## config.mk

```make
export PLATFORM = sky130hd
export DESIGN_NAME = wide_decoder
export DESIGN_NICKNAME = d
export VERILOG_FILES = /design/src/verilog/cpu_pkg.sv /design/src/verilog/wide_decoder.sv
export VERILOG_INCLUDE_DIRS = /design/src /design/src/verilog
export SDC_FILE = /design/constraint.sdc
export NUM_CORES = 1
export LEC_CHECK = 0
export CAP_MARGIN = 20
export CORE_AREA = 8 8 114 116
export CTS_CLUSTER_SIZE = 8
export DETAILED_ROUTE_END_ITERATION = 7
export DIE_AREA = 0 0 122 124
export DONT_BUFFER_PORTS = 1
export HOLD_SLACK_MARGIN = 0.12
export PLACE_DENSITY = 0.57
export SLEW_MARGIN = 20
export SYNTH_ARGS = -nofsm -noshare
export SYNTH_HDL_FRONTEND = slang
export SYNTH_SLANG_ARGS = --single-unit
export TNS_END_PERCENT = 100
```

## constraint.sdc

```tcl
create_clock -name clk -period 0.92 [get_ports clk]
set_input_delay 0.092 -clock clk [delete_from_list [all_inputs] [get_ports clk]]
set_output_delay 0.092 -clock clk [all_outputs]
set_load 0.01 [all_outputs]
```

## src/verilog/cpu_consts.svh

```systemverilog
// shared widths, device numbers and memory sizes; include wherever a CPU_ or DEV_ macro is used
`ifndef CPU_CONSTS_SVH
`define CPU_CONSTS_SVH

// widths
`define CPU_ROM_AWIDTH 8
`define CPU_ROM_DEPTH  (1 << `CPU_ROM_AWIDTH)
`define CPU_DATA_W     8
`define CPU_DEV_W      4
`define CPU_TDEV_W     5
`define CPU_NREGS      8
`define CPU_RAM_AWIDTH 8
`define CPU_RAM_DEPTH  (1 << `CPU_RAM_AWIDTH)

// A and B bus sources
`define DEV_R0    0
`define DEV_R1    1
`define DEV_R2    2
`define DEV_R3    3
`define DEV_R4    4
`define DEV_R5    5
`define DEV_R6    6
`define DEV_R7    7
`define DEV_IMMED 8
`define DEV_RAM   9

// write targets
`define TDEV_R0   0
`define TDEV_R1   1
`define TDEV_R2   2
`define TDEV_R3   3
`define TDEV_R4   4
`define TDEV_R5   5
`define TDEV_R6   6
`define TDEV_R7   7
`define TDEV_RAM  8
`define TDEV_JMP  9
`define TDEV_JZ   10
`define TDEV_NONE 31

`endif

```

## src/verilog/cpu_pkg.sv

```systemverilog
// phase and ALU opcode enums plus the instruction, decoded field and select structs of the core
`include "cpu_consts.svh"

package cpu_pkg;

    typedef enum logic [1:0] {
        IDLE   = 2'd0,
        FETCH  = 2'd1,
        DECODE = 2'd2,
        EXEC   = 2'd3
    } phase_e;

    // codes above SHL_A run as PASS_A
    typedef enum logic [4:0] {
        PASS_A = 5'd0,
        PASS_B = 5'd1,
        ADD    = 5'd2,
        SUB    = 5'd3,
        AND    = 5'd4,
        OR     = 5'd5,
        XOR    = 5'd6,
        NOT_A  = 5'd7,
        INC_A  = 5'd8,
        SHL_A  = 5'd9
    } alu_op_e;

    // one byte per rom lane, b1 in the low bits
    typedef struct packed {
        logic [`CPU_DATA_W-1:0] b6;
        logic [`CPU_DATA_W-1:0] b5;
        logic [`CPU_DATA_W-1:0] b4;
        logic [`CPU_DATA_W-1:0] b3;
        logic [`CPU_DATA_W-1:0] b2;
        logic [`CPU_DATA_W-1:0] b1;
    } instr_t;

    typedef struct packed {
        logic [`CPU_DATA_W-1:0]   immed8;
        logic [2*`CPU_DATA_W-1:0] direct_addr;
        logic                     addrmode_direct;
        alu_op_e                  alu_op;
        logic [`CPU_DEV_W-1:0]    abus_dev;
        logic [`CPU_DEV_W-1:0]    bbus_dev;
        logic [`CPU_TDEV_W-1:0]   targ_dev;
    } decoded_t;

    // all active low, one bit per device number
    typedef struct packed {
        logic [(1 << `CPU_DEV_W)-1:0]  lsel;
        logic [(1 << `CPU_DEV_W)-1:0]  rsel;
        logic [(1 << `CPU_TDEV_W)-1:0] tsel;
    } sel_t;

    typedef struct packed {
        logic zero;
        logic carry;
    } flags_t;

endpackage

```

## src/verilog/wide_decoder.sv

```systemverilog
// splits the instruction word into fields and device selects, latched during the decode phase
`timescale 1ns/100ps
`include "cpu_consts.svh"

module wide_decoder (
    input  logic              clk,
    input  logic              arst_n,
    input  cpu_pkg::phase_e   phase,
    input  cpu_pkg::instr_t   instr,
    output cpu_pkg::decoded_t dec,
    output cpu_pkg::sel_t     sel
);
    import cpu_pkg::*;

    decoded_t                dec_next;
    sel_t                    sel_next;
    logic [4:0]              alu_raw;
    logic [3:0]              tblock_n;

    // 3-to-8 demux, active low outputs and enable
    function automatic logic [7:0] demux8_n(input logic en_n, input logic [2:0] a);
        logic [7:0] y;
        y = '1;
        if (!en_n) begin
            y[a] = 1'b0;
        end
        return y;
    endfunction

    // 2-to-4 demux, always enabled
    function automatic logic [3:0] demux4_n(input logic [1:0] a);
        logic [3:0] y;
        y = '1;
        y[a] = 1'b0;
        return y;
    endfunction

    always_comb begin
        dec_next.immed8          = instr.b1;
        dec_next.direct_addr     = {instr.b3, instr.b2};
        dec_next.addrmode_direct = instr.b4[0];
        dec_next.bbus_dev        = {instr.b5[1:0], instr.b4[7:6]};
        dec_next.abus_dev        = instr.b5[5:2];
        dec_next.targ_dev        = {instr.b6[2:0], instr.b5[7:6]};
        alu_raw                  = instr.b6[7:3];
        if (alu_raw > 5'(SHL_A)) begin
            dec_next.alu_op = PASS_A;
        end else begin
            dec_next.alu_op = alu_op_e'(alu_raw);
        end
    end

    always_comb begin
        // bit 3 picks which half of the 16 sources is live
        sel_next.lsel = {demux8_n(~dec_next.abus_dev[3], dec_next.abus_dev[2:0]),
                         demux8_n(dec_next.abus_dev[3], dec_next.abus_dev[2:0])};
        sel_next.rsel = {demux8_n(~dec_next.bbus_dev[3], dec_next.bbus_dev[2:0]),
                         demux8_n(dec_next.bbus_dev[3], dec_next.bbus_dev[2:0])};
        // target: block select then four 8-way decodes
        tblock_n      = demux4_n(dec_next.targ_dev[4:3]);
        sel_next.tsel = {demux8_n(tblock_n[3], dec_next.targ_dev[2:0]),
                         demux8_n(tblock_n[2], dec_next.targ_dev[2:0]),
                         demux8_n(tblock_n[1], dec_next.targ_dev[2:0]),
                         demux8_n(tblock_n[0], dec_next.targ_dev[2:0])};
    end

    always_ff @(posedge clk or negedge arst_n) begin
        if (!arst_n) begin
            dec <= '0;
            sel <= '1;
        end else if (phase == DECODE) begin
            dec <= dec_next;
            sel <= sel_next;
        end
    end

    // exactly one device on each bus while executing
    a_sel_onehot: assert property (
        @(posedge clk) disable iff (!arst_n)
        phase == EXEC |-> ($onehot(~sel.lsel) && $onehot(~sel.rsel) && $onehot(~sel.tsel))
    );

endmodule
```

# After elaboration in Yosys (flattened, before gate mapping)
# Index checks and enable logic that the tools add are counted.
[word_totals]
reg_bits = 107
inputBits = 52
output_inout_bits = 107
word_cells = 45
[classes]
magnitude_cmp = 9
n_eq_ne = 1
muxes = 17
bitwise = 4
reduce_logical = 4
[op_table]
columns = ["operator", "n"]
rows = [
  ["two-way mux 8 bit", 8],
  ["inverter 8 bit", 3],
  ["< comparator 3 x 4 -> 1 bit (second input constant)", 3],
  ["demux 1 bit (select 3 bit)", 3],
  ["greater-or-equal comparator 3 x 1 -> 1 bit (second input constant)", 3],
  ["> comparator 5 x 4 -> 1 bit (second input constant)", 1],
  ["two-way mux 5 bit", 1],
  ["logical AND 1 bit", 4],
  ["two-way mux 1 bit", 4],
  ["inverter 4 bit", 1],
  ["< comparator 2 x 3 -> 1 bit (second input constant)", 1],
  ["demux 1 bit (select 2 bit)", 1],
  ["equality test 2 bit (second input constant)", 1],
  ["greater-or-equal comparator 2 x 1 -> 1 bit (second input constant)", 1],
]

# Depth between registers and ports, before layout
[logic_depth]
word_depth = 6
ltp_mapped = 5

# Worst setup path after synthesis
# Ideal clock, no wire load.
[synth_path]
path_type = "input -> register"
from = "in phase[0]"
to = "reg dec[10] (netlist name)"
setup_ns = 0.125
t_arrival_ns = 0.948
t_required_ns = 0.795
slack_ns = -0.153
cell_stages = 5
cell_sequence = "clkbuf_2 > nand2b_4 > buf_6 > buf_6 > mux2_2"
[synth_between]
elab_chain_cells = 1
[synth_rtl]
columns = ["element", "line", "source"]
rows = [
  ["from (decl)", "wide_decoder.sv:8", "input cpu_pkg::phase_e phase,"],
  ["equality test 2 bit", "wide_decoder.sv:71", "end else if (phase == DECODE) begin"],
  ["to (signal assigned)", "wide_decoder.sv:72", "dec <= dec_next;"],
  ["to (decl)", "wide_decoder.sv:10", "output cpu_pkg::decoded_t dec,"],
]
# Every way passes these cells.
# A chain may end at the register's enable or synchronous reset.

# Final worst setup path
[layout_path]
from = "reg sel[25] (netlist name)"
to = "out sel[25] (netlist name)"
[layout_rtl]
columns = ["element", "line", "source"]
rows = [
  ["from (decl)", "wide_decoder.sv:11", "output cpu_pkg::sel_t sel"],
  ["from (signal assigned)", "wide_decoder.sv:73", "sel <= sel_next;"],
]
# No word-level cell between the ends.

==> results.md <==
* Fin crit share at 1.176
* H-tree Lvls at 3
* Clk_lat worst skew at 0.34 ns
* Number of iterations in the first detailed-routing pass at 4
* Nets@finish at 418
* Critical path origin: sel[25]
* Worst r2r dst: dec[0]
* Slew headroom at 0.7015
* Status: finished with violations
* Grt ovf at 0
* Arrival @ worst endpoint at 0.99 ns
* Worst setup path endpoint: sel[25]
* Ys Warns at 0
* Worst path cell trace: buf_6
* Slowest CP cell: dfstp_2
* Most common cell after layout, fill and taps aside: dfstp_2
* Min Hold Slack at -0.5598 ns
* RR Startpoint: dec[0]
* Die span in y at 124 µm
* Reg2reg setup slack at 0.04 ns
* Reg clk slew, reported paths at 0.07 ns
* Final Wtd Congestion at 0.7172
* Max FO, Critical Path at 2
* Starting Density at 0.3895
* Worst path depth at 1
* Mapped Nets at 336
* Root buf cell: clkbuf_16
* DP Worst Slack at 0.003986 ns
* Unique masters post-synth at 31
* Leak at 2.471 nW
* Pwr dens at 1809 mW/mm²
* Most frequent cells in the layout: 64 x dfstp_2, 49 x a2bb2oi_1, 43 x dfrtp_1, 35 x mux2_2, 34 x dlygate4sd3_1
* Largest net degree at the start of global routing at 108
* Port Buffer Count at 0
* Worst-case vdd ir drop at 0.8564 mV
* Highest clock rate at 0.9241 GHz
* Layout area overhead at 31.10%
* Avg Inst Size Synth at 15.33 µm²
* Hpwl dp at 7.363 mm
* Ant. Diodes at 0
* Die W at 122 µm
* Violated checks: hold timing, setup timing
* Setup CP Type: reg2out
* Critical Path Source Type: flip-flop
* Top FF cell, synth: dfstp_2
* Register bit count reported by yosys at 107
* Post-synth ARST share at 1.000
* Max Clock Skew at 0 ns
* Vias in the first global route at 2,976
* Area of the mapped netlist at 0.004353 mm²
* Core footprint at 0.01117 mm²
* CTS Buffer Depth at 2
* Post-route ant nets at 0
* CTS buffer count at 9
* Total number of vias at 2,794
* Setup violators final at 74
* Required time worst endpoint at 0.83 ns
* Die area at 0.01513 mm²
* Slew Limit Fails at 0
* Drt first-iter violations at 173
* Worst r2r path cells at 2
* Std-Cell Rows at 39
* # clock sinks at 107
* First-pass GRT wire length at 17.44 mm
* Share of layout cells above drive strength 1 at 0.4798
* Hold crit path type: in2async
* CTS tree: done
* Total power draw at 10.32 mW
* Post-Syn Instances at 284
* Top delay family on crit path: flip-flops
* Via/cell ratio at 5.436
* Worst setup margin at -0.1622 ns
* DRC viols at 0
* # IOs at 159
* Wire per inst at 21.82 µm
* GRT Total Usage at 0.1493
* Worst setup EP type: primary output
* Share of the yosys chip area belonging to registers at 0.6335
* Sequential Area at 0.002758 mm²
* Min Tclk post-route at 1.082 ns
* Area occupied by multi-input gates at 0.001431 mm²
* Crit path buffers/inverters at 1
* Max-cap violations at 0
* Final wirelength at 11.21 mm
* RSZ-0062 raised after global routing: yes
* Initial antenna violation count at 0
* EDFF count, synth at 0
* Final hold vios at 110
* Fillers at 942
* Worst Tran Pin Value at 0.4443 ns
* Max incr delay on CP at 0.55 ns
==> registers in the layout, indices dropped and copies added, names as in the netlist <==
name / cells
sel: 64
dec: 43
==> per-layer routing <==
layer / up-vias / part of all wire / track usage
met1: 1433 / 0.40 / 0.1825
met3: 14 / 0.10 / 0.06210
met2: 112 / 0.48 / 0.2316
li1: 1235 / - / -
met4: 0 / 0.016 / 0.05628
met5: - / 0 / 0
==> kinds of logic after synthesis <==
| group | share of synthesized area |
|---|---|
| buf+inv | 0.05030 |
| flops | 0.6335 |
| compound gates | 0.1391 |
| simple gates | 0.07617 |
| mux | 0.1009 |
==> cells in the mapped netlist, drive strengths merged (3+ instances only) <==
cell type / count / area, µm²
a22o: 3 / 26.28
a32oi: 3 / 26.28
nor3b: 3 / 22.52
nor4b: 5 / 65.06
mux2: 39 / 439.2
inv: 9 / 33.78
nand4b: 4 / 35.03
a2bb2oi: 49 / 429.2
dfrtp: 43 / 1076
o32a: 11 / 110.1
nor2: 3 / 11.26
and3b: 3 / 26.28
buf: 14 / 143.9
and4bb: 6 / 75.07
clkbuf: 10 / 41.29
dfstp: 64 / 1682
nor2b: 5 / 31.28
==> timing repair <==
item,CTS,global route
pin swaps,0,2
resized for setup,28,21
setup buffers,5,2
endpoints found under the hold margin,213,166
endpoints found under the setup margin,72,138
hold buffers,48,1
==> power breakdown <==
part	total (mW)	leakage (nW)	switching, mW	internal, mW
clock	3.54	0.134	1.68	1.86
sequential	5.58	1.19	0.414	5.17
combinational	1.20	1.15	0.429	0.771
total	10.3	2.47	2.53	7.80
==> how the worst min path moves through the flow <==
stage,endpoint,slack (ns)
global placement,dec[42],-0.20
floorplan,dec[0],-0.20
detailed placement,dec[39],-0.20
finish,dec[39],-0.56
CTS,dec[39],-0.58
global route,dec[39],-0.58
==> through the flow <==
stage | hold slack, ns | cell area, µm² | std cells | setup TNS [ns] | utilization
after global placement | -0.1991 | 4726 | 443 | 0 | 0.4229
after detailed placement | -0.2001 | 4726 | 443 | 0 | 0.4229
after global routing | -0.5816 | 5707 | 514 | -8.969 | 0.5107
after floorplan | -0.2036 | 4400 | 284 | -3.659 | -
final | -0.5598 | 5707 | 514 | -6.760 | 0.5107
after CTS | -0.5760 | 5619 | 512 | -12.45 | 0.5029
==> final cells by class <==
class                   instances  share of cell area
inverters                       9            0.005920
multi-input cells             144              0.2508
repair buffers                 95              0.1813
well taps                     143             0.03135
clock buffers                  11             0.04078
clock inverters                 5            0.006578
flip-flops and latches        107              0.4832
Power figures use the tool's default switching activity.
