## src/verilog/cpu_consts.svh

```systemverilog
// shared widths, device numbers and memory sizes; include wherever a CPU_ or DEV_ macro is used
`ifndef CPU_CONSTS_SVH
`define CPU_CONSTS_SVH

// widths
`define CPU_ROM_AWIDTH 8
`define CPU_ROM_DEPTH  (1 << `CPU_ROM_AWIDTH)
`define CPU_DATA_W     8
`define CPU_DEV_W      4
`define CPU_TDEV_W     5
`define CPU_NREGS      8
`define CPU_RAM_AWIDTH 8
`define CPU_RAM_DEPTH  (1 << `CPU_RAM_AWIDTH)

// A and B bus sources
`define DEV_R0    0
`define DEV_R1    1
`define DEV_R2    2
`define DEV_R3    3
`define DEV_R4    4
`define DEV_R5    5
`define DEV_R6    6
`define DEV_R7    7
`define DEV_IMMED 8
`define DEV_RAM   9

// write targets
`define TDEV_R0   0
`define TDEV_R1   1
`define TDEV_R2   2
`define TDEV_R3   3
`define TDEV_R4   4
`define TDEV_R5   5
`define TDEV_R6   6
`define TDEV_R7   7
`define TDEV_RAM  8
`define TDEV_JMP  9
`define TDEV_JZ   10
`define TDEV_NONE 31

`endif

```

## src/verilog/cpu_pkg.sv

```systemverilog
// phase and ALU opcode enums plus the instruction, decoded field and select structs of the core
`include "cpu_consts.svh"

package cpu_pkg;

    typedef enum logic [1:0] {
        IDLE   = 2'd0,
        FETCH  = 2'd1,
        DECODE = 2'd2,
        EXEC   = 2'd3
    } phase_e;

    // codes above SHL_A run as PASS_A
    typedef enum logic [4:0] {
        PASS_A = 5'd0,
        PASS_B = 5'd1,
        ADD    = 5'd2,
        SUB    = 5'd3,
        AND    = 5'd4,
        OR     = 5'd5,
        XOR    = 5'd6,
        NOT_A  = 5'd7,
        INC_A  = 5'd8,
        SHL_A  = 5'd9
    } alu_op_e;

    // one byte per rom lane, b1 in the low bits
    typedef struct packed {
        logic [`CPU_DATA_W-1:0] b6;
        logic [`CPU_DATA_W-1:0] b5;
        logic [`CPU_DATA_W-1:0] b4;
        logic [`CPU_DATA_W-1:0] b3;
        logic [`CPU_DATA_W-1:0] b2;
        logic [`CPU_DATA_W-1:0] b1;
    } instr_t;

    typedef struct packed {
        logic [`CPU_DATA_W-1:0]   immed8;
        logic [2*`CPU_DATA_W-1:0] direct_addr;
        logic                     addrmode_direct;
        alu_op_e                  alu_op;
        logic [`CPU_DEV_W-1:0]    abus_dev;
        logic [`CPU_DEV_W-1:0]    bbus_dev;
        logic [`CPU_TDEV_W-1:0]   targ_dev;
    } decoded_t;

    // all active low, one bit per device number
    typedef struct packed {
        logic [(1 << `CPU_DEV_W)-1:0]  lsel;
        logic [(1 << `CPU_DEV_W)-1:0]  rsel;
        logic [(1 << `CPU_TDEV_W)-1:0] tsel;
    } sel_t;

    typedef struct packed {
        logic zero;
        logic carry;
    } flags_t;

endpackage

```

## src/verilog/phase_sequencer.sv

```systemverilog
// fetch/decode/exec phase generator and program counter; one instance drives the whole core
`timescale 1ns/100ps
`include "cpu_consts.svh"

module phase_sequencer (
    input  logic                       clk,
    input  logic                       arst_n,
    input  logic                       run,
    input  logic                       jump_en,
    input  logic [`CPU_ROM_AWIDTH-1:0] jump_addr,
    output cpu_pkg::phase_e            phase,
    output logic [`CPU_ROM_AWIDTH-1:0] pc
);
    import cpu_pkg::*;

    phase_e next_phase;

    always_comb begin
        next_phase = phase;
        unique case (phase)
            IDLE:   next_phase = run ? FETCH : IDLE;
            FETCH:  next_phase = DECODE;
            DECODE: next_phase = EXEC;
            // stop only on an instruction boundary
            EXEC:   next_phase = run ? FETCH : IDLE;
            default: next_phase = IDLE;
        endcase
    end

    always_ff @(posedge clk or negedge arst_n) begin
        if (!arst_n) begin
            phase <= IDLE;
        end else begin
            phase <= next_phase;
        end
    end

    // pc parks at zero while idle so a restart runs from the top
    always_ff @(posedge clk or negedge arst_n) begin
        if (!arst_n) begin
            pc <= '0;
        end else if (phase == IDLE) begin
            pc <= '0;
        end else if (phase == EXEC) begin
            if (jump_en) begin
                pc <= jump_addr;
            end else begin
                pc <= pc + 1'b1;
            end
        end
    end

    // fetch and decode are single cycle phases
    a_fetch_one_cycle: assert property (
        @(posedge clk) disable iff (!arst_n)
        phase == FETCH |=> phase != FETCH
    );
    a_decode_one_cycle: assert property (
        @(posedge clk) disable iff (!arst_n)
        phase == DECODE |=> phase != DECODE
    );

endmodule

```

## config.mk

```make
export PLATFORM = sky130hd
export DESIGN_NAME = phase_sequencer
export DESIGN_NICKNAME = d
export VERILOG_FILES = /design/src/verilog/cpu_pkg.sv /design/src/verilog/phase_sequencer.sv
export VERILOG_INCLUDE_DIRS = /design/src /design/src/verilog
export SDC_FILE = /design/constraint.sdc
export NUM_CORES = 1
export LEC_CHECK = 0
export CAP_MARGIN = 30
export CORE_UTILIZATION = 35
export DETAILED_ROUTE_END_ITERATION = 8
export DONT_BUFFER_PORTS = 1
export PLACE_DENSITY = 0.59
export SLEW_MARGIN = 15
export SYNTH_ARGS = -nofsm -noshare
export SYNTH_HDL_FRONTEND = slang
export SYNTH_SLANG_ARGS = --single-unit
```

## constraint.sdc

```tcl
create_clock -name clk -period 2.5 [get_ports clk]
set_input_delay 0.125 -clock clk [delete_from_list [all_inputs] [get_ports clk]]
set_output_delay 0.125 -clock clk [all_outputs]
set_load 0.02 [all_outputs]
```

### Word level (Yosys, flattened, before mapping)

Index checks and enable logic that the tools add are counted.

* bits of input ports: 12
* bits in registers: 10
* logic and storage cells: 14
* output and inout port bits: 10

* add/subtract/negate cells: 1
* muxes and demuxes: 5
* equal/unequal tests: 3
* reductions and logical operators: 3

Operators with widths (count)
* 8-bit two-way mux: 3
* 8-bit by 1-bit adder with 8-bit output, second input constant: 1
* 2-bit case mux with 3 select lines: 1
* 2-bit equality test, second input constant: 2
* 2-bit by 1-bit equality test with 1-bit output, second input constant: 1
* 2-bit zero test: 1
* 2-bit nonzero test: 1
* 2-bit OR reduction: 1
* 1-bit two-way mux: 1

### Longest topological paths before layout

Gate-level depths: netlist (run 1).

* depth after elaboration: 4
* depth in mapped cells: 6
* mapped depth without buffers: 6

### Worst setup path before layout (run 1)

Ideal clock, no wire load.

* path kind: reg2reg
* start: register phase[0]
* end: register pc[6]
* clock period less this slack: 1513 ps
* arrival: 1387 ps
* path slack: 987 ps
* stages on the path, launching flop included: 5
* library setup time: 126 ps
* required time: 2374 ps
* path through: dfrtp_1 -> inv_1 -> ha_1 -> clkbuf_1 -> a221o_1

* word-level cells in the longest chain between the ends: 2

RTL lines
* start, declared: line phase_sequencer.sv:11 `output cpu_pkg::phase_e phase,`
* start signal, assigned: line phase_sequencer.sv:34 `phase <= next_phase;`
* 2-bit equality test / 2-bit zero test (equally long branches): line phase_sequencer.sv:44, phase_sequencer.sv:42
* 2-bit nonzero test (no source line) / 8-bit two-way mux (equally long branches)
* end signal, assigned: line phase_sequencer.sv:46 `pc <= jump_addr;`
* end signal, assigned: line phase_sequencer.sv:48 `pc <= pc + 1'b1;`
* end, declared: line phase_sequencer.sv:12 `` output logic [`CPU_ROM_AWIDTH-1:0] pc ``

Several ways; a longest one is shown, not always the timed one.
A chain may end at the register's enable or synchronous reset.

### Final worst setup path (run 1)

* start: register phase[0]
* end: register pc[4]

The elaborated chain is that of the path after synthesis.

==> results.md, run 1 <==
- Final Slew Violations: 0
- RePlAce Congestion: a little over 0.7
- Starting Density: 0.385
- Leak: between 0.2 and 0.3 nW
- Seq cells post-synth: 10
- DP HPWL: around 910 um
- Syn_area_per_cell: approximately 9 um2
- Core Rows: 14
- Crit path required time: approximately 2700 ps
- Max transition margin: 0.691
- # diodes: 0
- M1 WL: approximately 560 um
- Remaining global-route overflow: 0
- Worst-path cell chain: inv_1 -> ha_1 -> or2_2 -> o21ai_0
- Final ANT Viol Nets: 0
- Combinational power share: 0.376
- Main flop type after synthesis: dfrtp_1
- Final Hold Fails: 0
- Setup TNS: 0 ps
- Synth Warn #: 0
- WL met3: between 70 and 80 um
- Sequential share of power: 0.491
- Vias/cell: around 5.7
- NetSw: just over 400 uW
- VDD IR-drop max: between 0.0005 and 0.0006 V
- Wirelength per Cell: about 15 um
- Nets: 86
- Share of cells above drive strength 1: 0.132
- Routed WL: between 1 and 1.5 mm
- Sequential area share after synthesis: 0.422
- Cell taking the most area after synthesis: dfrtp_1
- Part of the power in the clock network: 0.132
- Synth top area cells: dfrtp_1, o21ai_0, ha_1
- Cells after synthesis: between 60 and 70
- Initial antenna violation count: 0
- Unrepaired setup endpoints after global routing: no
- CP top delay family: flip-flops
- Largest net degree at the start of global routing: 17
- Uppermost layer routed: met4
- Boundary Pins: 22
- Initial DRC count: 4
- DRC violations left: 0
- Clock sink total: 10
- Met2 WL post-DR: slightly below 600 um
- Unique masters post-synth: 21
- Max cap viols: 0
- Post-synth ARST share: 1.00
- Vias post-DR: approximately 480
- Placeable Area: between 0.0015 and 0.002 mm2
- Fmax: between 500 and 600 MHz
- 1st-pass router iterations: 3
- Clk Latency, worst-skew pair: 260 ps
- Arrival @ worst endpoint: roughly 1900 ps
- Switching Share: 0.498
- # H-tree levels: 1
- Worst setup EP type: flip-flop
- Int Power: around 410 uW
- Post-synth EDFFs: 0
- Top cell type's share of synthesized area: 0.422
- CTS buffer count: 3
- Critical path launch point type: flip-flop
- Clock Tree Root: clkbuf_4
- CP Class: flip-flop to flip-flop
- Clock slew at reported path FFs: approximately 60 ps
- Critical Path Max Stage Delay: roughly 480 ps
- Buf/Inv on CP: 1
- Post CTS Setup Buffer Count: 0
- Port bufs: 0
- Cell Pwr Density: ~1300 mW/mm2
- Netlist Area Pre-Place: just under 600 um2
- Max FO, Critical Path: 13
- Chip width: about 43 um
- Min-Delay Path Class: input pin to flip-flop
- Area grow syn2layout: 7.38%
- Minimum clock period: 1700 ps
- Status: finished clean
- Fin crit share: 0.680
- GRT Total Usage: 0.150
- CP max stage cell: dfrtp_1
- CTS tree: done
- Wire length of the first global-routing pass: around 2.0 mm
- Die Area: 0.00186 mm2
- Fin util: 0.413
- Setup violators final: 0
- Clk_skew: 1.34 ps
- Post-Syn Nets: 82
- Vias in the first global route: ~450
- Die height: around 43 um
- Worst-Margin Slew: between 400 and 500 ps
- Most frequent cells after synthesis: nor2_1, o21ai_0, dfrtp_1
- Maximum clock path buffer count: 2
[power by group through the flow]
stage	clock network (mW)	registers (mW)	logic [mW]
detailed placement	0	0.411	0.308
CTS	0.115	0.408	0.314
finish	0.109	0.406	0.311
global route	0.122	0.419	0.361
global placement	0	0.409	0.296
floorplan	0	0.387	0.253
[layer usage]
metal  track usage  up-vias
met5             0        -
met2         0.212       12
li1              -      243
met4        0.0909        0
met3        0.0681        2
met1         0.183      224
[sequential cells by signal, indices dropped and copies added, names as in the netlist]
register  count
phase         2
pc            8
[final cells by class]
type | count | area (um2)
sequential | 10 | 250
multi-input combinational | 51 | 323
fill | 159 | 905
tap | 16 | 20.0
inverter | 3 | 11.3
clock buffer | 3 | 22.5
timing repair buffer | 1 | 10.0
[path summary, 6_finish.rpt]
check                          from       end  slack [ps]  cells after the start
min in group asynchronous    arst_n     pc[5]         250                      1
max in group asynchronous    arst_n  phase[0]        1940                      1
max reg2reg                phase[0]     pc[4]         800                      4
max                        phase[0]     pc[4]         800                      4
min reg2reg                   pc[1]     pc[1]         680                      2
min                             run  phase[0]          30                      2
[cell usage in the layout (no fill, tap or decap)]
cell type / netlist / layout
a21oi_1: 4 / 4
a221o_1: 1 / 1
a22oi_1: 2 / 2
a31oi_1: 1 / 1
a32oi_1: 1 / 1
and3_1: 2 / 2
and3_4: 1 / 1
and4_2: 2 / 2
clkbuf_4: 0 / 3
dfrtp_1: 10 / 10
dlygate4sd3_1: 0 / 1
ha_1: 4 / 4
inv_1: 3 / 3
mux2i_1: 2 / 2
nand2_1: 4 / 4
nand3_2: 1 / 1
nor2_1: 11 / 11
nor3b_1: 1 / 1
o21ai_0: 11 / 11
o31ai_1: 1 / 1
or2_2: 2 / 2
[repair_timing]
action                                 4_1_cts  5_1_grt
resized for setup                            0        0
endpoints found under the hold margin       10        0
hold buffers                                 1        0
[worst reg2reg max path, cell delays in order (launching register included)]
cell	delay, ps
dfrtp_1	480
inv_1	100
ha_1	460
or2_2	400
o21ai_0	180
[cell families (layout without fill, tap and decap cells)]
kind of cell    count (synthesis)  after routing  synth area share
flops                          10             10             0.422
buf+inv                         5              7            0.0337
compound gates                 21             21             0.207
mux                             2              2            0.0338
fa+ha+maj                       4              4            0.0844
simple gates                   24             24             0.219
[stage by stage]
stage | cells | setup WS, ps | hold WS, ps | cell area [um2] | power, mW
3_3_place_gp | 80 | 852 | -170 | 604 | 0.706
3_5_place_dp | 80 | 816 | -170 | 604 | 0.719
2_1_floorplan | 66 | 987 | -171 | 593 | 0.640
4_1_cts | 84 | 801 | 28.1 | 637 | 0.837
5_1_grt | 84 | 686 | 30.8 | 637 | 0.902
6_report | 84 | 800 | 29.1 | 637 | 0.827
(Power assumes the default switching activity.)
==> run 2, diff against run 1 <==
==> constraint.sdc (replaced) <==
create_clock -name clk -period 1.7 [get_ports clk]
set_input_delay 0.085 -clock clk [delete_from_list [all_inputs] [get_ports clk]]
set_output_delay 0.085 -clock clk [all_outputs]
set_load 0.02 [all_outputs]
==> run 2 against run 1 <==
Non-clock buffer count grew 9. Critical endpoint is now pc[0]. Register-to-register slack lost 510 ps. Clock skew grew 3.3 ps. Maximum frequency grew 20%. Cell area grew 12%. Largest cell class unchanged. Flip-flop and latch count is the same. Global-route usage grew 1.0 points. Final cell count grew 11%. Critical path depth is the same.
==> results.md, run 2 (synthesis gave the netlist of run 1 again) <==
- CTS buffer count: 3
- Vias/cell: approximately 5.6
- CP endpoint: pc[0]
- Max FO, Critical Path: 9
- Worst-Margin Slew: about 460 ps
- Chip width: approximately 43 um
- Wire length of the first global-routing pass: 2.17 mm
- Max FFs per register: 8
- Critical path launch point type: flip-flop
- CTS tree: done
- # diodes: 0
- Reg-to-reg startpoint: phase[0]
- Leak: approximately 0.34 nW
- Clk_skew: about 4.6 ps
- Switching Share: 0.467
- Boundary Pins: 22
- # H-tree levels: 1
- Fillers: 150
- Sequential share of power: 0.376
- Status: finished clean
- Minimum clock period: about 1400 ps
- Final Slew Violations: 0
- Initial DRC count: 29
- Die height: ~43 um
- Clock sink total: 10
- NetSw: around 620 uW
- Clock Tree Root: clkbuf_4
- CP Launch Point: phase[0]
- CP Class: flip-flop to flip-flop
- Final std cells w/o fill: slightly above 90
- R2r setup slk: about 290 ps
- DRC violations left: 0
- RR Endpoint: pc[0]
- Maximum clock path buffer count: 2
- Fmax: 708 MHz
- Arrival @ worst endpoint: between 1500 and 2000 ps
- Regs by FF count: pc: 8 flops, phase: 2 flops
- Int Power: between 700 and 800 uW
- Core Rows: 14
- Die Area: between 0.0015 and 0.002 mm2
- DP Cell Count: 86
- Port bufs: 0
- Fin crit share: 0.831
- Cell Pwr Density: 1870 mW/mm2
- Placeable Area: between 0.0015 and 0.002 mm2
- VDD IR-drop max: 0.00111 V
- Remaining global-route overflow: 0
- Post CTS Setup Buffer Count: 0
- Setup violators final: 0
- Max cap viols: 0
- Most frequent cells in the layout: nor2_1, o21ai_0, dfrtp_1
- Reg2Reg Depth: 4
- Vias in the first global route: 497
- Setup TNS: 0 ps
- Min-Delay Path Class: input pin to flip-flop
- Routed WL: roughly 1.3 mm
- 1st-pass router iterations: 4
- Starting Density: 0.385
- Combinational power share: 0.503
- GRT Total Usage: 0.160
- Area grow syn2layout: 20.0%
- Crit path required time: about 1900 ps
- Worst setup EP type: flip-flop
- Wirelength per Cell: approximately 14 um
- Clock slew at reported path FFs: 70 ps
- Unrepaired setup endpoints after global routing: no
- Vias post-DR: 520
- Initial antenna violation count: 0
- Largest net degree at the start of global routing: 17
- Final Hold Fails: 0
- RePlAce Congestion: around 0.74
- DP HPWL: 952 um
- Nets: 95
- Part of the power in the clock network: 0.121
- Max transition margin: 0.692
- Share of cells above drive strength 1: 0.195
- Clk Latency, worst-skew pair: 260 ps
- Final ANT Viol Nets: 0
- Biggest register: pc
-- run 2: cell count changes in the layout (fill, tap and decap cells not counted), sizes merged --
cell / previous run / this run
buf: 0 / 6
dlygate4sd3: 1 / 4
-- run 2: power groups by stage --
stage,combinational [mW],sequential (mW),clock (mW)
after floorplan,0.372,0.570,0
after global routing,0.754,0.523,0.177
after CTS,0.678,0.501,0.171
after global placement,0.662,0.503,0
after detailed placement,0.659,0.506,0
final,0.669,0.500,0.161
-- run 2: cell type report --
cell class	instances	area, um2	share of cell area
Clock buffer	3	22.5	0.0316
Inverter	3	11.3	0.0158
Multi-Input combinational cell	51	323	0.453
Sequential cell	10	250	0.351
Tap cell	16	20.0	0.0281
Timing Repair Buffer	10	85.1	0.120
-- run 2: per-stage QoR --
step / hold slack (ps) / setup WS, ps / cell area [um2] / util / power [mW]
after detailed placement: -210 / 288 / 649 / 0.421 / 1.17
after CTS: 16.9 / 274 / 712 / 0.462 / 1.35
after floorplan: -211 / 187 / 593 / - / 0.941
after global placement: -210 / 304 / 649 / 0.421 / 1.16
final: 25.0 / 287 / 712 / 0.462 / 1.33
after global routing: 17.8 / 144 / 712 / 0.462 / 1.45
-- run 2: critical path, cell delays in order (launching register included) --
cell and delay, ps:
dfrtp_1 340, inv_1 60, ha_1 390, or2_2 360, o21ai_0 180
-- run 2: how the worst min path moves through the flow --
stage                 end    start  slack, ps  cells after the start
finish              pc[5]  jump_en         30                      2
global route        pc[5]  jump_en         20                      2
CTS                 pc[5]  jump_en         20                      2
detailed placement  pc[6]   arst_n       -210                      0
global placement    pc[6]   arst_n       -210                      0
floorplan           pc[0]   arst_n       -210                      0
-- run 2: timing repair --
action	in CTS	in global routing
hold buffers	4	0
endpoints found under the hold margin	12	0
gates resized for setup	0	0
setup endpoints to repair	0	0
-- run 2: routing by layer --
| layer | part of all wire | track usage |
|---|---|---|
| met1 | 0.44 | 0.187 |
| met2 | 0.48 | 0.248 |
| met3 | 0.068 | 0.0723 |
| met4 | 0.010 | 0.0727 |
| met5 | 0 | 0 |
