$ cat src/verilog/cpu_consts.svh
// shared widths, device numbers and memory sizes; include wherever a CPU_ or DEV_ macro is used
`ifndef CPU_CONSTS_SVH
`define CPU_CONSTS_SVH

// widths
`define CPU_ROM_AWIDTH 8
`define CPU_ROM_DEPTH  (1 << `CPU_ROM_AWIDTH)
`define CPU_DATA_W     8
`define CPU_DEV_W      4
`define CPU_TDEV_W     5
`define CPU_NREGS      8
`define CPU_RAM_AWIDTH 8
`define CPU_RAM_DEPTH  (1 << `CPU_RAM_AWIDTH)

// A and B bus sources
`define DEV_R0    0
`define DEV_R1    1
`define DEV_R2    2
`define DEV_R3    3
`define DEV_R4    4
`define DEV_R5    5
`define DEV_R6    6
`define DEV_R7    7
`define DEV_IMMED 8
`define DEV_RAM   9

// write targets
`define TDEV_R0   0
`define TDEV_R1   1
`define TDEV_R2   2
`define TDEV_R3   3
`define TDEV_R4   4
`define TDEV_R5   5
`define TDEV_R6   6
`define TDEV_R7   7
`define TDEV_RAM  8
`define TDEV_JMP  9
`define TDEV_JZ   10
`define TDEV_NONE 31

`endif

$ cat src/verilog/cpu_pkg.sv
// phase and ALU opcode enums plus the instruction, decoded field and select structs of the core
`include "cpu_consts.svh"

package cpu_pkg;

    typedef enum logic [1:0] {
        IDLE   = 2'd0,
        FETCH  = 2'd1,
        DECODE = 2'd2,
        EXEC   = 2'd3
    } phase_e;

    // codes above SHL_A run as PASS_A
    typedef enum logic [4:0] {
        PASS_A = 5'd0,
        PASS_B = 5'd1,
        ADD    = 5'd2,
        SUB    = 5'd3,
        AND    = 5'd4,
        OR     = 5'd5,
        XOR    = 5'd6,
        NOT_A  = 5'd7,
        INC_A  = 5'd8,
        SHL_A  = 5'd9
    } alu_op_e;

    // one byte per rom lane, b1 in the low bits
    typedef struct packed {
        logic [`CPU_DATA_W-1:0] b6;
        logic [`CPU_DATA_W-1:0] b5;
        logic [`CPU_DATA_W-1:0] b4;
        logic [`CPU_DATA_W-1:0] b3;
        logic [`CPU_DATA_W-1:0] b2;
        logic [`CPU_DATA_W-1:0] b1;
    } instr_t;

    typedef struct packed {
        logic [`CPU_DATA_W-1:0]   immed8;
        logic [2*`CPU_DATA_W-1:0] direct_addr;
        logic                     addrmode_direct;
        alu_op_e                  alu_op;
        logic [`CPU_DEV_W-1:0]    abus_dev;
        logic [`CPU_DEV_W-1:0]    bbus_dev;
        logic [`CPU_TDEV_W-1:0]   targ_dev;
    } decoded_t;

    // all active low, one bit per device number
    typedef struct packed {
        logic [(1 << `CPU_DEV_W)-1:0]  lsel;
        logic [(1 << `CPU_DEV_W)-1:0]  rsel;
        logic [(1 << `CPU_TDEV_W)-1:0] tsel;
    } sel_t;

    typedef struct packed {
        logic zero;
        logic carry;
    } flags_t;

endpackage

$ cat src/verilog/execute_stage.sv
// register file, data ram, alu and flags; performs the single bus transfer of each exec phase
`timescale 1ns/100ps
`include "cpu_consts.svh"

module execute_stage (
    input  logic                       clk,
    input  logic                       arst_n,
    input  cpu_pkg::phase_e            phase,
    input  cpu_pkg::decoded_t          dec,
    input  cpu_pkg::sel_t              sel,
    output logic                       jump_en,
    output logic [`CPU_ROM_AWIDTH-1:0] jump_addr,
    output logic                       wr_strobe,
    output logic [`CPU_TDEV_W-1:0]     wr_targ,
    output logic [`CPU_DATA_W-1:0]     wr_data,
    output cpu_pkg::flags_t            flags
);
    import cpu_pkg::*;

    logic [`CPU_NREGS-1:0][`CPU_DATA_W-1:0] regs;
    logic [`CPU_DATA_W-1:0]                 ram [`CPU_RAM_DEPTH];
    logic [`CPU_RAM_AWIDTH-1:0]             ram_addr;
    logic [`CPU_DATA_W-1:0]                 ram_q;
    logic [`CPU_DATA_W-1:0]                 a_bus;
    logic [`CPU_DATA_W-1:0]                 b_bus;
    logic [`CPU_DATA_W:0]                   alu_wide;
    logic [`CPU_DATA_W-1:0]                 result;
    flags_t                                 flags_next;

    // bus source mux, unselected numbers read zero
    function automatic logic [`CPU_DATA_W-1:0] bus_read(
        input logic [(1 << `CPU_DEV_W)-1:0]           sel_n,
        input logic [`CPU_NREGS-1:0][`CPU_DATA_W-1:0] r,
        input logic [`CPU_DATA_W-1:0]                 imm,
        input logic [`CPU_DATA_W-1:0]                 mem_q
    );
        logic [`CPU_DATA_W-1:0] v;
        v = '0;
        for (int i = 0; i < `CPU_NREGS; i++) begin
            if (!sel_n[`DEV_R0 + i]) begin
                v = r[i];
            end
        end
        if (!sel_n[`DEV_IMMED]) begin
            v = imm;
        end
        if (!sel_n[`DEV_RAM]) begin
            v = mem_q;
        end
        return v;
    endfunction

    // register mode addresses ram through r7
    assign ram_addr = dec.addrmode_direct ? dec.direct_addr[`CPU_RAM_AWIDTH-1:0]
                                          : regs[`CPU_NREGS-1];
    assign ram_q    = ram[ram_addr];
    assign a_bus    = bus_read(sel.lsel, regs, dec.immed8, ram_q);
    assign b_bus    = bus_read(sel.rsel, regs, dec.immed8, ram_q);

    always_comb begin
        flags_next.carry = 1'b0;
        case (dec.alu_op)
            PASS_B: alu_wide = {1'b0, b_bus};
            ADD:    alu_wide = {1'b0, a_bus} + {1'b0, b_bus};
            SUB:    alu_wide = {1'b0, a_bus} - {1'b0, b_bus};
            AND:    alu_wide = {1'b0, a_bus & b_bus};
            OR:     alu_wide = {1'b0, a_bus | b_bus};
            XOR:    alu_wide = {1'b0, a_bus ^ b_bus};
            NOT_A:  alu_wide = {1'b0, ~a_bus};
            INC_A:  alu_wide = {1'b0, a_bus} + 1'b1;
            SHL_A:  alu_wide = {a_bus, 1'b0};
            default: alu_wide = {1'b0, a_bus};
        endcase
        // only the arithmetic ops produce a carry
        if (dec.alu_op inside {ADD, SUB, INC_A, SHL_A}) begin
            flags_next.carry = alu_wide[`CPU_DATA_W];
        end
        result          = alu_wide[`CPU_DATA_W-1:0];
        flags_next.zero = (result == '0);
    end

    // jz tests the flags left by the previous instruction
    assign jump_en   = (phase == EXEC) &&
                       (!sel.tsel[`TDEV_JMP] || (!sel.tsel[`TDEV_JZ] && flags.zero));
    assign jump_addr = dec.immed8[`CPU_ROM_AWIDTH-1:0];

    assign wr_strobe = (phase == EXEC);
    assign wr_targ   = dec.targ_dev;
    assign wr_data   = result;

    always_ff @(posedge clk or negedge arst_n) begin
        if (!arst_n) begin
            regs  <= '0;
            flags <= '0;
            for (int i = 0; i < `CPU_RAM_DEPTH; i++) begin
                ram[i] <= '0;
            end
        end else if (phase == EXEC) begin
            flags <= flags_next;
            for (int i = 0; i < `CPU_NREGS; i++) begin
                if (!sel.tsel[`TDEV_R0 + i]) begin
                    regs[i] <= result;
                end
            end
            if (!sel.tsel[`TDEV_RAM]) begin
                ram[ram_addr] <= result;
            end
        end
    end

endmodule

$ cat config.mk
export PLATFORM = sky130hd
export DESIGN_NAME = execute_stage
export DESIGN_NICKNAME = d
export VERILOG_FILES = /design/src/verilog/cpu_pkg.sv /design/src/verilog/execute_stage.sv
export VERILOG_INCLUDE_DIRS = /design/src /design/src/verilog
export SDC_FILE = /design/constraint.sdc
export NUM_CORES = 2
export LEC_CHECK = 0
export BUFFER_PORTS_ARGS = -buffer_cell sky130_fd_sc_hd__buf_2
export CORE_MARGIN = 1.5
export CORE_UTILIZATION = 30
export CTS_BUF_LIST = sky130_fd_sc_hd__clkbuf_8
export DETAILED_ROUTE_END_ITERATION = 6
export PLACE_DENSITY = 0.44
export SETUP_SLACK_MARGIN = 0.1
export SYNTH_ARGS = -nofsm -noshare
export SYNTH_HDL_FRONTEND = slang
export SYNTH_SLANG_ARGS = --single-unit
$ cat constraint.sdc
create_clock -name clk -period 8.2 [get_ports clk]
set_input_delay 0.41 -clock clk [delete_from_list [all_inputs] [get_ports clk]]
set_output_delay 0.41 -clock clk [all_outputs]
set_load 0.005 [all_outputs]
# Word level (Yosys, flattened, before mapping)
# Index checks and enable logic that the tools add are counted.
dict set report word_totals {
  reg_bits 2114
  latch_bits 0
  ram_bits 0
  rom_bits 0
  in_bits 111
  memories 0
}
dict set report classes {
  addsub 3
  mul 0
  n_div 0
  order_cmp 2
  n_eq_ne 10
  n_shift 0
  n_mux 29
  bitwise_logic 14
  reduce_logical 17
}
# cell n
set op_table {}
lappend op_table {{$bwmux 2048} 1}
lappend op_table {{$mux 8} 24}
lappend op_table {{$pmux 9 s9} 1}
lappend op_table {{$bmux 8 s8} 1}
lappend op_table {{$demux 8 s8} 1}
lappend op_table {{$eq 5x3->1 const B} 4}
lappend op_table {{$reduce_and 2->1} 9}
lappend op_table {{$eq 5x2->1 const B} 2}
lappend op_table {{$eq 5x4->1 const B} 2}
lappend op_table {{$add 8x1->9 const B} 1}
lappend op_table {{$add 8x8->9} 1}
lappend op_table {{$ge 9x9->1 const B} 1}
lappend op_table {{$lt 9x1->1 const B} 1}
lappend op_table {{$not 1->1} 9}
lappend op_table {{$not 8->9} 1}
lappend op_table {{$sub 8x8->9} 1}
lappend op_table {{$and 8x8->8} 1}
lappend op_table {{$logic_not 8->1} 1}
lappend op_table {{$not 8->8} 1}
lappend op_table {{$or 8x8->8} 1}
lappend op_table {{$xor 8x8->8} 1}
lappend op_table {{$eq 5x1->1 const B} 1}
lappend op_table {{$reduce_bool 4->1} 1}
lappend op_table {{$logic_and 1x1->1} 3}
lappend op_table {{other kinds (4)} 5}

# Depth between registers and ports, before layout
dict set report logic_depth {
  word_depth 13
  depth_mapped 31
}

# Least setup slack after synthesis
# OpenSTA, ideal clock, no wires.
dict set report synth_path {
  path_kind {input to output}
  start {in dec[18] (netlist bit)}
  end {out wr_data[6]}
  arrival_ps 5815
  required_ps 7790
  slack_ps 1975
  stages 31
  path_cell_list {buf_4 -> buf_6 -> mux2i_1 -> buf_4 -> buf_2 -> buf_2 -> buf_2 -> mux4_2 -> nand2_1 -> nand4_1 -> a2111oi_0 -> nand4_1 -> nor2_1 -> a21o_1 -> ha_1 -> nand2_1 -> o31ai_1 -> fa_1 -> a21oi_1 -> nor2_1 -> nor2_1 -> o21bai_1 -> a21oi_1 -> xnor2_1 -> o221ai_1 -> a31oi_1 -> o21a_1 -> buf_2 -> buf_4 -> buf_2 -> inv_1}
}
dict set report synth_via {
  elab_chain_cells 8
  word_cells_on_any_way 15
}
# item line_no
set synth_lines {}
lappend synth_lines {{from (decl)} execute_stage.sv:9} ;# input cpu_pkg::decoded_t dec,
lappend synth_lines {{$mux 8 *} execute_stage.sv:54} ;# assign ram_addr = dec.addrmode_direct ? dec.direct_addr[`CPU_RAM_AWIDTH-1:0]
lappend synth_lines {{$not 8->9 (not written as such) *} execute_stage.sv:56} ;# assign ram_q = ram[ram_addr];
lappend synth_lines {{$bmux 8 s8 *} execute_stage.sv:56}
lappend synth_lines {{$mux 8 (not written as such) * (2 in a row)} execute_stage.sv:56}
lappend synth_lines {{$mux 8} execute_stage.sv:47} ;# if (!sel_n[`DEV_RAM]) begin
lappend synth_lines {{$add 8x1->9 (tied with other cells)} execute_stage.sv:70} ;# INC_A: alu_wide = {1'b0, a_bus} + 1'b1;
lappend synth_lines {{$pmux 9 s9 *} execute_stage.sv:62} ;# case (dec.alu_op)
lappend synth_lines {{to (decl)} execute_stage.sv:15} ;# output logic [`CPU_DATA_W-1:0] wr_data,
# Every way passes the cells marked *; elsewhere a longest branch is shown, timed or not. The select of a mux whose other input is x is not followed.

# Worst setup path after layout
dict set report layout_path {
  start {reg regs[61] (netlist bit)}
  end {out wr_data[7]}
}
dict set report layout_via {
  elab_chain_cells 8
  word_cells_on_any_way 19
}
# item line_no
set layout_lines {}
lappend layout_lines {{from (decl)} execute_stage.sv:20} ;# logic [`CPU_NREGS-1:0][`CPU_DATA_W-1:0] regs;
lappend layout_lines {{from (signal, indexed assignment)} execute_stage.sv:102} ;# regs[i] <= result;
lappend layout_lines {{$mux 8} execute_stage.sv:54}
lappend layout_lines {{$not 8->9 (not written as such)} execute_stage.sv:56}
lappend layout_lines {{$bmux 8 s8} execute_stage.sv:56}
lappend layout_lines {{$mux 8 (not written as such) (2 in a row)} execute_stage.sv:56}
lappend layout_lines {{$mux 8} execute_stage.sv:47}
lappend layout_lines {{$add 8x1->9 (tied with other cells)} execute_stage.sv:70}
lappend layout_lines {{$pmux 9 s9 *} execute_stage.sv:62}
# Marked as above.

==> results.sh <==
export IMPL_starting_utilization_of_the_core_area_pct=30.2
export IMPL_cp_max_fo=17
export IMPL_worst_ep_arrival_time_ns=7.66
export IMPL_post_route_period_util_pct=98.5
export IMPL_p_leak_nw=52.6
export IMPL_largest_voltage_drop_on_the_vdd_net_uv=123
export IMPL_antenna_left=0
export IMPL_power_clock_fraction_pct=40.6
export IMPL_layout_cells_sized_above_1_pct=26.8
export IMPL_timing_critical_path_required_ns=7.79
export IMPL_worst_path_max_delay_cell="a222oi_1"
export IMPL_run_status="finished with violations"
export IMPL_syn_cell_area_sq_um=100000
export IMPL_detail_route_vias_per_cell=5.70
export IMPL_worst_setup_hold_path_clk_slew_ns=0.07
export IMPL_finish_utilization_pct=35.5
export IMPL_timing_critical_path_from_type="register"
export IMPL_timing_critical_path_buf_inv=7
export IMPL_cts_inserted_buffers=391
export IMPL_rows=211
export IMPL_die_h_um=580
export IMPL_drt_iter0_drcs=9087
export IMPL_yosysWarningCount=0
export IMPL_layout_nets=9751
export IMPL_achievable_frequency_ghz=0.124
export IMPL_holdWs_ns=0.0797
export IMPL_dp_worst_setup_slack_ns=-0.121
export IMPL_worst_path_largest_cell_delay_ns=0.90
export IMPL_dieArea_sq_um=337000
export IMPL_postSynthNetCount=9450
export IMPL_synth_yosys_seq_area_share_pct=52.9
export IMPL_p_sw_share_pct=31.5
export IMPL_via_count_of_the_first_global_routing_pass=79600
export IMPL_seqPwrFrac_pct=43.5
export IMPL_finalCriticalPeriod_ns=8.07
export IMPL_die_width_um=580
export IMPL_fin_tns_setup_ns=0
export IMPL_timing_hold_worst_class="in -> reg"
export IMPL_dr_pass1_iters=7
export IMPL_global_route_overflow_total=0
export IMPL_via_count=81500
export IMPL_ioPinCount=136
export IMPL_power_combinational_fraction_pct=15.9
export IMPL_power_density_nw_per_um2=218
export IMPL_floorplan_core_area_sq_um=331000
export IMPL_cts_root_buf="clkbuf_8"
export IMPL_later_pin_clock_latency_in_the_skew_report_ns=1.12
export IMPL_initial_antenna_violation_count=46
export IMPL_cp_top_family="compound AO/OA/AOI/OAI gates"
export IMPL_place_gp_congestion=1.00
export IMPL_avgRoutedWirePerCell_um=33.3
export IMPL_dominantRegCellSynth="dfrtp_1"
export IMPL_rsz_0062_raised_after_global_routing="yes"
export IMPL_final_cell_mix="dfrtp_1 (2111), o21ai_0 (1131), mux2_2 (951)"
export IMPL_final_common_cell="dfrtp_1"
export IMPL_worst_slew_pin_transition_ns=1.35
export IMPL_slew_limit_headroom_pct=9.44
export IMPL_p_switching_mw=8.07
export IMPL_p_int_mw=17.5
export IMPL_end_kind="output port"
export IMPL_report_final_setup_viol=0
export IMPL_dp_hpwl_mm=328
export IMPL_slew_violations=0
export IMPL_post_route_worst_setup_slack_ns=0.125
export IMPL_synthesis_area_per_instance_sq_um=10.7
export IMPL_r2r_slack_ns=0.91
export IMPL_synth_seq_cells=2114
export IMPL_cts_path_max_buffers=4
export IMPL_ctsHtreeMaxLevel=5
export IMPL_failed_checks="DRC"
export IMPL_routed_wirelength_mm=476
export IMPL_report_power_total_mw=25.6
export IMPL_stdcell_count=14300
export IMPL_synth_cell_types=93
export IMPL_synth_cells=9314
export IMPL_number_of_clock_sinks=2114
export IMPL_worst_clock_skew_ns=0.0710
export IMPL_dpl_cell_area_sq_um=109000
export IMPL_areaGrowthSynthToFinish_pct=17.4
export IMPL_cap_violations=0
export IMPL_placement_io_buffers=76
export IMPL_crit_path_cell_trace="or3b_1, buf_4, a222oi_1, buf_4, inv_1, o2111ai_4, nor2_1, nand4_1, nor2_2, a21o_1, buf_4, a31oi_1, mux2_2, ha_1, inv_1, o21bai_1, a21oi_2, o21bai_1, a211oi_1, a211oi_2, nand4_1, o22a_4, buf_4, buf_2"
export IMPL_grt_first_pass_wirelength_mm=656
export IMPL_grt_max_degree=190
export IMPL_cts_tree="yes"
export IMPL_timing_critical_path_mode_cell="buf_4"
export IMPL_synth_edf_count=0
export IMPL_hold_viol=0
export IMPL_synth_async_sr_flop_share_pct=100
export IMPL_dp_cells=13500
export IMPL_nFillCells=33200
export IMPL_drc_errors=236
export IMPL_global_route_usage_total_pct=27.5
export IMPL_postLayoutCellArea_sq_um=117000
export IMPL_timing_worst_setup_path_type="reg -> out"
## what timing repair did
action / 4_1_cts / 5_1_grt
resized for setup: 40 / 35
endpoints found under the hold margin: 537 / 0
cloned: 2 / 2
setup buffers: 22 / 21
pin swaps: 11 / 20
hold buffers: 13 / 0
setup endpoints to repair: 8 / 5
## power by group through the flow
stage               sequential [mW]  clock, mW  combinational, mW
finish                         11.1       10.4               4.07
detailed placement             11.3          0               3.86
global route                   11.2       11.0               4.19
floorplan                      11.2          0               1.83
CTS                            11.1       10.6               3.95
global placement               11.3          0               3.83
## synthesized netlist by cell type (8+ instances only)
cell type	n	area (sq um)
a22oi_1	168	1260
nand4_1	157	982
mux2_2	951	10700
a22o_1	57	499
o41ai_1	116	1020
buf_4	70	526
o211ai_1	9	67.6
a211o_1	10	87.6
o21ai_0	1133	5670
a21boi_0	506	3800
o41a_1	8	90.1
a41oi_1	19	166
clkbuf_1	637	2390
buf_1	17	63.8
buf_2	138	691
a311oi_1	14	123
buf_6	73	822
a21oi_1	718	3590
and4_1	20	175
mux2i_1	10	100
a31oi_1	8	50.1
a2111oi_0	20	175
a211oi_1	21	158
mux4_2	182	4100
nand3b_1	30	225
nor2_1	851	3190
o221ai_1	10	87.6
o21a_1	9	67.6
dfrtp_1	2114	52900
inv_1	50	188
o31ai_1	8	60.1
nor3_1	8	40.0
o2111ai_1	15	131
nand2_1	830	3120
or3b_1	10	87.6
o22ai_1	8	50.1
nor4_1	21	131
nand3_1	35	175
nand2b_1	20	125
or2_2	9	56.3
and2_1	18	113
a222oi_1	58	581
ha_1	24	300
and3_1	9	56.3
## area by class of cell
class	count	area, sq um	share of cell area [%]
diodes	19	47.5	0.0405
clock buffers	480	6610	5.63
flip-flops and latches	2114	52900	45.1
inverters	52	200	0.171
clock inverters	213	1250	1.06
multi-input cells	6206	43000	36.6
well taps	4366	5460	4.65
repair buffers	850	7930	6.76
## registers in the layout, summed over array words and instances (netlist names)
signal / cells
regs: 64
flags: 2
ram: 2048
## metal layers
| metal | routed length, um | GRT usage [%] | share of wire (%) |
|---|---|---|---|
| met1 | 198000 | 36.2 | 42 |
| met3 | 41800 | 6.99 | 8.8 |
| met4 | 31400 | 15.8 | 6.6 |
| met5 | 131 | 0 | 0.028 |
| met2 | 204000 | 40.8 | 43 |
## tightest hold or removal path: stages
cell,delay (ns)
buf_2,0.18
nand2_1,0.26
o21a_1,0.23
a2bb2oi_1,0.07
## cells by family after synthesis
family,share of synthesized area (%)
AOI/OAI and AO/OA,18.3
DFF,52.9
and+or+nand+nor,8.79
muxes,14.9
buffers and inverters,4.72
adders and majority gates,0.320
xor gates and xnor gates,0.0438
## path summary, 6_finish.rpt
kind,from,end,depth (start not counted)
setup / recovery,regs[61],wr_data[7],24
hold / removal,dec[16],flags[0],4
setup reg to reg,regs[56],flags[1],29
hold reg to reg,ram[44],ram[44],2
max in group asynchronous,arst_n,ram[1698],5
min in group asynchronous,arst_n,ram[1073],3
Power figures use the tool's default switching activity.
